## config.mk

```make
export PLATFORM = sky130hd
export DESIGN_NAME = tns_link_top
export DESIGN_NICKNAME = d
export VERILOG_FILES = /design/src/design/tns_pkg.sv /design/src/design/tns_link_top.sv /design/src/design/tns_result_stage.sv /design/src/design/tns_decoder.sv /design/src/design/tns_encoder.sv /design/src/design/tns_credit_fifo.sv
export VERILOG_INCLUDE_DIRS = /design/src /design/src/include
export SDC_FILE = /design/constraint.sdc
export NUM_CORES = 1
export LEC_CHECK = 0
export ABC_AREA = 1
export ABC_CLOCK_PERIOD_IN_PS = 42000
export BUFFER_PORTS_ARGS = -buffer_cell sky130_fd_sc_hd__clkbuf_2
export CAP_MARGIN = 40
export CORE_AREA = 2 2 317 319
export DETAILED_ROUTE_END_ITERATION = 8
export DIE_AREA = 0 0 319 321
export PLACE_DENSITY = 0.71
export SLEW_MARGIN = 20
export SYNTH_ARGS = -nofsm -noshare
export SYNTH_HDL_FRONTEND = slang
export SYNTH_SLANG_ARGS = --single-unit
```

## constraint.sdc

```tcl
create_clock -name clock -period 42 [get_ports clock]
set_clock_uncertainty 0.05 [all_clocks]
set_input_delay 4.2 -clock clock [delete_from_list [all_inputs] [get_ports clock]]
set_output_delay 4.2 -clock clock [all_outputs]
set_load 0.005 [all_outputs]
```

## src/include/tns_weights.svh

```systemverilog
`ifndef TNS_WEIGHTS_SVH
`define TNS_WEIGHTS_SVH

// Tribonacci weight of each code bit, bit 0 first
localparam logic [WEIGHT_W-1:0] TNS_W [CODE_W] = '{
    25'd1,       25'd2,       25'd4,       25'd7,
    25'd13,      25'd24,      25'd44,      25'd81,
    25'd149,     25'd274,     25'd504,     25'd927,
    25'd1705,    25'd3136,    25'd5768,    25'd10609,
    25'd19513,   25'd35890,   25'd66012,   25'd121415,
    25'd223317,  25'd410744,  25'd755476,  25'd1389537,
    25'd2555757, 25'd4700770, 25'd8646064, 25'd15902591
};

// Entry k holds the sum of all weights below bit k
// This is the largest remainder the lower bits can still absorb
localparam logic [WEIGHT_W-1:0] TNS_LOW_SUM [CODE_W] = '{
    25'd0,       25'd1,        25'd3,        25'd7,
    25'd14,      25'd27,       25'd51,       25'd95,
    25'd176,     25'd325,      25'd599,      25'd1103,
    25'd2030,    25'd3735,     25'd6871,     25'd12639,
    25'd23248,   25'd42761,    25'd78651,    25'd144663,
    25'd266078,  25'd489395,   25'd900139,   25'd1655615,
    25'd3045152, 25'd5600909,  25'd10301679, 25'd18947743
};

`endif
```

## src/design/tns_pkg.sv

```systemverilog
package tns_pkg;

    ////////////////////////////////////////////////////////////
    // Widths
    ////////////////////////////////////////////////////////////

    localparam int DATA_W   = 24;
    localparam int CODE_W   = 28;

    // Weights and lower sums need one bit more than a data word
    localparam int WEIGHT_W = 25;

    ////////////////////////////////////////////////////////////
    // Group geometry
    ////////////////////////////////////////////////////////////

    // Three bits per group, the top bit of a group carries history
    localparam int GROUP_SPAN    = 3;
    localparam int GROUP_TOP_OFS = 2;
    localparam int GROUP_N       = 9;

    ////////////////////////////////////////////////////////////
    // Types
    ////////////////////////////////////////////////////////////

    typedef logic [DATA_W-1:0] tns_data_t;
    typedef logic [CODE_W-1:0] tns_code_t;

    typedef struct packed {
        tns_code_t code;
        tns_data_t data;
    } tns_pair_t;

    `include "tns_weights.svh"

endpackage

```

## src/design/tns_link_top.sv

```systemverilog
`timescale 1ns/1ps

module tns_link_top
    import tns_pkg::*;
#(
    parameter int IN_DEPTH    = 4,
    parameter int OUT_CREDITS = 4,
    parameter int OUT_DEPTH   = 4
) (
    input  logic      clock,
    input  logic      rst_n,
    input  logic      in_valid,
    input  tns_data_t in_data,
    input  logic      out_credit,
    output logic      in_credit,
    output logic      out_valid,
    output tns_code_t out_code,
    output tns_data_t out_data
);

    logic      in_empty;
    logic      issue_ok;
    logic      enc_valid;
    tns_data_t enc_data;
    logic      code_valid;
    tns_code_t code;
    logic      pair_valid;
    tns_code_t pair_code;
    tns_data_t pair_data;

    // A word issues as soon as the output side can take it
    assign enc_valid = issue_ok && !in_empty;

    ////////////////////////////////////////////////////////////
    // Input buffer
    ////////////////////////////////////////////////////////////

    tns_credit_fifo #(
        .payload_t (tns_data_t),
        .DEPTH     (IN_DEPTH)
    ) u_in_buf (
        .clock     (clock),
        .rst_n     (rst_n),
        .push      (in_valid),
        .push_data (in_data),
        .pop       (enc_valid),
        .pop_data  (enc_data),
        .empty     (in_empty),
        .credit    (in_credit),
        .count     ()
    );

    ////////////////////////////////////////////////////////////
    // Encoder and decoder
    ////////////////////////////////////////////////////////////

    tns_encoder u_enc (
        .clock     (clock),
        .rst_n     (rst_n),
        .in_valid  (enc_valid),
        .in_data   (enc_data),
        .out_valid (code_valid),
        .out_code  (code)
    );

    tns_decoder u_dec (
        .clock     (clock),
        .rst_n     (rst_n),
        .in_valid  (code_valid),
        .in_code   (code),
        .out_valid (pair_valid),
        .out_code  (pair_code),
        .out_data  (pair_data)
    );

    ////////////////////////////////////////////////////////////
    // Output credit stage
    ////////////////////////////////////////////////////////////

    tns_result_stage #(
        .OUT_CREDITS (OUT_CREDITS),
        .OUT_DEPTH   (OUT_DEPTH)
    ) u_res (
        .clock      (clock),
        .rst_n      (rst_n),
        .in_valid   (pair_valid),
        .in_code    (pair_code),
        .in_data    (pair_data),
        .issue      (enc_valid),
        .out_credit (out_credit),
        .issue_ok   (issue_ok),
        .out_valid  (out_valid),
        .out_code   (out_code),
        .out_data   (out_data)
    );

endmodule

```

## src/design/tns_result_stage.sv

```systemverilog
`timescale 1ns/1ps

module tns_result_stage
    import tns_pkg::*;
#(
    parameter int OUT_CREDITS = 4,
    parameter int OUT_DEPTH   = 4
) (
    input  logic      clock,
    input  logic      rst_n,
    input  logic      in_valid,
    input  tns_code_t in_code,
    input  tns_data_t in_data,
    input  logic      issue,
    input  logic      out_credit,
    output logic      issue_ok,
    output logic      out_valid,
    output tns_code_t out_code,
    output tns_data_t out_data
);

    localparam int CRED_W = $clog2(OUT_CREDITS + 1);
    localparam int RSV_W  = $clog2(OUT_DEPTH + 1);

    logic [CRED_W-1:0] cred_cnt;
    logic [RSV_W-1:0]  rsv_cnt;
    tns_pair_t         push_pair;
    tns_pair_t         head_pair;
    logic              fifo_empty;
    logic              slot_free;
    logic              send;

    assign push_pair = '{code: in_code, data: in_data};

    tns_credit_fifo #(
        .payload_t (tns_pair_t),
        .DEPTH     (OUT_DEPTH)
    ) u_out_fifo (
        .clock     (clock),
        .rst_n     (rst_n),
        .push      (in_valid),
        .push_data (push_pair),
        .pop       (send),
        .pop_data  (head_pair),
        .empty     (fifo_empty),
        .credit    (slot_free),
        .count     ()
    );

    // Send the head word whenever the sink has room
    assign send      = !fifo_empty && (cred_cnt != '0);
    assign out_valid = send;
    assign out_code  = head_pair.code;
    assign out_data  = head_pair.data;

    // Slots are held from issue until the word leaves the FIFO
    assign issue_ok  = (rsv_cnt < RSV_W'(OUT_DEPTH));

    always_ff @(posedge clock or negedge rst_n) begin
        if (!rst_n) begin
            cred_cnt <= CRED_W'(OUT_CREDITS);
            rsv_cnt  <= '0;
        end else begin
            case ({send, out_credit})
                2'b10:   cred_cnt <= cred_cnt - CRED_W'(1);
                2'b01:   cred_cnt <= cred_cnt + CRED_W'(1);
                default: cred_cnt <= cred_cnt;
            endcase
            case ({issue, slot_free})
                2'b10:   rsv_cnt <= rsv_cnt + RSV_W'(1);
                2'b01:   rsv_cnt <= rsv_cnt - RSV_W'(1);
                default: rsv_cnt <= rsv_cnt;
            endcase
        end
    end

endmodule

```

## src/design/tns_decoder.sv

```systemverilog
`timescale 1ns/1ps

module tns_decoder
    import tns_pkg::*;
(
    input  logic      clock,
    input  logic      rst_n,
    input  logic      in_valid,
    input  tns_code_t in_code,
    output logic      out_valid,
    output tns_code_t out_code,
    output tns_data_t out_data
);

    tns_data_t sum;

    // Weighted sum of all set code bits
    always_comb begin
        sum = '0;
        for (int k = 0; k < CODE_W; k++) begin
            if (in_code[k]) begin
                sum = sum + TNS_W[k][DATA_W-1:0];
            end
        end
    end

    always_ff @(posedge clock or negedge rst_n) begin
        if (!rst_n) begin
            out_valid <= 1'b0;
        end else begin
            out_valid <= in_valid;
        end
    end

    // Code travels with its data so both arrive together
    always_ff @(posedge clock) begin
        if (in_valid) begin
            out_code <= in_code;
            out_data <= sum;
        end
    end

endmodule

```

## src/design/tns_encoder.sv

```systemverilog
`timescale 1ns/1ps

module tns_encoder
    import tns_pkg::*;
(
    input  logic      clock,
    input  logic      rst_n,
    input  logic      in_valid,
    input  tns_data_t in_data,
    output logic      out_valid,
    output tns_code_t out_code
);

    ////////////////////////////////////////////////////////////
    // Remainder chain and code bits
    ////////////////////////////////////////////////////////////

    logic [WEIGHT_W-1:0] rem;
    tns_code_t           code_c;

    // Group-top bits of the last accepted code word
    logic [GROUP_N-1:0]  hist;

    // Walks from the top bit down, subtracting each chosen weight
    always_comb begin
        rem    = WEIGHT_W'(in_data);
        code_c = '0;
        for (int k = CODE_W - 1; k > 0; k--) begin
            if ((k % GROUP_SPAN == GROUP_TOP_OFS) &&
                (rem >= TNS_W[k]) && (rem <= TNS_LOW_SUM[k])) begin
                // Either choice works here, so avoid a transition
                code_c[k] = hist[k / GROUP_SPAN];
            end else begin
                code_c[k] = (rem >= TNS_W[k]);
            end
            if (code_c[k]) begin
                rem = rem - TNS_W[k];
            end
        end
        // At most one is left for the unit weight
        code_c[0] = rem[0];
    end

    ////////////////////////////////////////////////////////////
    // Output register and history
    ////////////////////////////////////////////////////////////

    always_ff @(posedge clock or negedge rst_n) begin
        if (!rst_n) begin
            out_valid <= 1'b0;
            hist      <= '0;
        end else begin
            out_valid <= in_valid;
            if (in_valid) begin
                for (int g = 0; g < GROUP_N; g++) begin
                    hist[g] <= code_c[g * GROUP_SPAN + GROUP_TOP_OFS];
                end
            end
        end
    end

    always_ff @(posedge clock) begin
        if (in_valid) begin
            out_code <= code_c;
        end
    end

endmodule

```

## src/design/tns_credit_fifo.sv

```systemverilog
`timescale 1ns/1ps

module tns_credit_fifo #(
    parameter type payload_t = logic,
    parameter int  DEPTH     = 4
) (
    input  logic                         clock,
    input  logic                         rst_n,
    input  logic                         push,
    input  payload_t                     push_data,
    input  logic                         pop,
    output payload_t                     pop_data,
    output logic                         empty,
    output logic                         credit,
    output logic [$clog2(DEPTH+1)-1:0]   count
);

    localparam int PTR_W = (DEPTH > 1) ? $clog2(DEPTH) : 1;
    localparam int CNT_W = $clog2(DEPTH + 1);

    payload_t             mem [DEPTH];
    logic     [PTR_W-1:0] wr_ptr;
    logic     [PTR_W-1:0] rd_ptr;
    logic                 full;
    logic                 wr_en;
    logic                 rd_en;

    assign empty = (count == '0);
    assign full  = (count == CNT_W'(DEPTH));

    // A push into a full FIFO still lands when a pop frees the slot
    assign rd_en = pop && !empty;
    assign wr_en = push && (!full || rd_en);

    // Head of the queue is visible before the pop
    assign pop_data = mem[rd_ptr];

    always_ff @(posedge clock) begin
        if (wr_en) begin
            mem[wr_ptr] <= push_data;
        end
    end

    always_ff @(posedge clock or negedge rst_n) begin
        if (!rst_n) begin
            wr_ptr <= '0;
            rd_ptr <= '0;
            count  <= '0;
            credit <= 1'b0;
        end else begin
            if (wr_en) begin
                wr_ptr <= (wr_ptr == PTR_W'(DEPTH - 1)) ? '0 : wr_ptr + PTR_W'(1);
            end
            if (rd_en) begin
                rd_ptr <= (rd_ptr == PTR_W'(DEPTH - 1)) ? '0 : rd_ptr + PTR_W'(1);
            end

            case ({wr_en, rd_en})
                2'b10:   count <= count + CNT_W'(1);
                2'b01:   count <= count - CNT_W'(1);
                default: count <= count;
            endcase

            // One credit back per word that left
            credit <= rd_en;
        end
    end

endmodule

```

==> results.json <==
{
  "vias_per_cell": 5.46,
  "antenna-diode-count": 0,
  "clkSinkCount": 416,
  "ys_ff_latch": 416,
  "setup_ws_ns": 4.00,
  "required_ns": 42.30,
  "worst_pin_slew_ns": 0.870,
  "cts_buffers": 45,
  "regToRegEndpoint": "u_enc.out_code[1]",
  "clockBufferDepth": 3,
  "syn_nets": 8493,
  "ys_types": 94,
  "yosysWarnings": 0,
  "grt_usage_pct": 29.8,
  "vias": 52900,
  "crit_path_top_delay_cell": "dfrtp_2",
  "cap_violations": 0,
  "drive_gt1_share_pct": 17.5,
  "synth_mux_area_share_pct": 0.0394,
  "grt_max_degree": 69,
  "regToRegStartpoint": "u_in_buf.rd_ptr[0]",
  "crit_path_frequent_cell": "nand2_1",
  "routabilityCongestion": 0.995,
  "cts_setup_buffers": 0,
  "synth_top_family_by_area": "simple AND/OR/NAND/NOR gates",
  "whs_ns": 0.423,
  "ios": 82,
  "ys_async_sr_fraction_pct": 7.69,
  "rows": 116,
  "maxSlewHeadroom_pct": 41.4,
  "yosysTopAreaCellShare_pct": 21.3,
  "end_kind": "flop",
  "dieHeight_um": 321,
  "worstRegToRegCells": 245,
  "critical_path_class": "reg2reg",
  "clk_latency_ns": 0.60,
  "path_max_fanout": 52,
  "dpl_worst_slack_ns": 0.422,
  "nNetsFinal": 8474,
  "hold_path_startpoint": "u_res.rsv_cnt[0]",
  "core_area_mm2": 0.0993,
  "fmax_mhz": 26.3,
  "r2r_setup_slack_ns": 4.00,
  "areaGrowthSynthToFinish_pct": 4.46,
  "tns_ns": 0,
  "ant_nets": 0,
  "drt-initial-drc-count": 4502,
  "layout.cells.non_filler": 9690,
  "yosys.area_share.simple_pct": 49.8,
  "grt_pass1_wl_um": 252000,
  "holdPathEnd": "u_res.rsv_cnt[0]",
  "synth.yosys.seq_area_share_pct": 22.8,
  "finalWorstPathRequiredPeriod_ns": 38.00,
  "min_path_type": "reg2reg",
  "synth_area_per_cell_um2": 6.45,
  "synth_edf_count": 384,
  "drt-pass1-iter-count": 6,
  "overflow": 0,
  "netlist_top_cells_area": "edfxtp_1, nand2_1, nand3_1",
  "htreeDepth": 2,
  "dp_hpwl_um": 124000,
  "yosysMostFrequentCell": "nand2_1",
  "synthFlopType": "edfxtp_1",
  "initial_core_util_pct": 54.4,
  "outcome": "complete, no violations",
  "critPathLaunchType": "flop",
  "cts_tree": "done",
  "hold_depth": 1,
  "fin_crit_sh_pct": 90.5,
  "syn_area_mm2": 0.0540,
  "wl_per_cell_um": 16.2,
  "setup_viol": 0,
  "cts-root-buf": "clkbuf_16",
  "grt_antenna_before_repair": 2,
  "dp.cells": 9594,
  "port_buffers": 81,
  "post_cts_resized": 0,
  "cp.arrival_ns": 38.30,
  "final_hold_viol_count": 0,
  "grt_pass1_vias": 48600,
  "synth_area_leader_cell": "edfxtp_1",
  "ys_top_cells_by_count": "nand2_1, inv_1, nor2_1, nand3_1, nand2_2",
  "synth_compound_area_share_pct": 6.78,
  "ctsHoldBuffers": 0,
  "clk_pin_slew_worst_paths_ns": 0.06,
  "crit_path_max_incr_delay_ns": 0.49,
  "maxSlewViolCount": 0,
  "synthCells": 8374,
  "die_x_um": 319,
  "drc": 0,
  "routed_wl_um": 157000,
  "synthAdderAreaFrac_pct": 2.16,
  "die-area_mm2": 0.102,
  "synth_xor_area_share_pct": 7.08
}
==> routing by layer <==
layer	global-route usage, %	wire length (um)	vias to the layer above
met1	41.0	71600	24300
met3	2.92	9170	261
met4	8.07	4300	2
met5	0	11	-
met2	49.8	72000	1599
li1	-	-	26800
==> placed cells by master (no fill, tap or decap), drive strengths merged, types with 92 or more instances in the layout <==
cell type / synthesis / final
xnor2: 112 / 112
nand4: 197 / 197
clkbuf: 61 / 139
nand2: 3057 / 3057
a21oi: 125 / 125
nor2: 1125 / 1127
inv: 1080 / 1083
o21ai: 353 / 353
xor2: 319 / 319
nand3: 909 / 915
nor3: 92 / 92
edfxtp: 384 / 384
==> critical path: cells and delay by family (launching register included) <==
family          cells  cell delay [ns]
simple gates      192            28.43
buf+inv            33             4.41
fa+ha+maj           9             1.99
compound gates      8             1.37
xor+xnor            3             0.71
flops               1             0.49
==> flip-flops by register name, summed over array words and instances (netlist names), 3 cells and up <==
| name | flops |
|---|---|
| u_dec.out_code | 28 |
| u_dec.out_data | 24 |
| u_res.u_out_fifo.mem | 208 |
| u_res.u_out_fifo.count | 3 |
| u_res.cred_cnt | 3 |
| u_enc.hist | 9 |
| u_enc.out_code | 28 |
| u_in_buf.count | 3 |
| u_in_buf.mem | 96 |
| u_res.rsv_cnt | 3 |
==> cell type report <==
| type | instances | area, um^2 |
|---|---|---|
| multi-input cells | 6651 | 35900 |
| well taps | 1298 | 1620 |
| clock inverters | 26 | 284 |
| flip-flops and latches | 416 | 12300 |
| repair buffers | 111 | 736 |
| clock buffers | 58 | 1190 |
| fillers | 9712 | 42800 |
| inverters | 1130 | 4380 |
==> worst max path at each step <==
stage	start	slack [ns]	endpoint
after global routing	u_in_buf.rd_ptr[0]	-0.008	u_enc.out_code[1]
final	u_in_buf.rd_ptr[0]	4.00	u_enc.out_code[1]
after detailed placement	u_in_buf.rd_ptr[0]	0.42	u_enc.out_code[1]
after global placement	u_in_buf.rd_ptr[0]	0.86	u_enc.out_code[1]
after floorplan	u_in_buf.rd_ptr[1]	12.95	u_enc.out_code[1]
after CTS	u_in_buf.rd_ptr[0]	0.36	u_enc.out_code[1]
==> cells by family (layout without fill, tap and decap cells) <==
logic type	count (synthesis)	count (layout)
AOI/OAI and AO/OA	617	617
xor gates and xnor gates	431	431
muxes	2	2
adders and majority gates	91	91
buffers and inverters	1315	1325
and+or+nand+nor	5502	5510
DFF	416	416
==> metrics by stage <==
| stage | util (%) | cell area (um^2) |
|---|---|---|
| after floorplan | - | 54000 |
| final | 56.9 | 56500 |
| after detailed placement | 55.0 | 54600 |
| after global routing | 56.9 | 56500 |
| after CTS | 56.5 | 56100 |
| after global placement | 55.0 | 54600 |
Power is not shown: default switching activity piles up to over one toggle a cycle in this logic, so the estimate is an artifact.
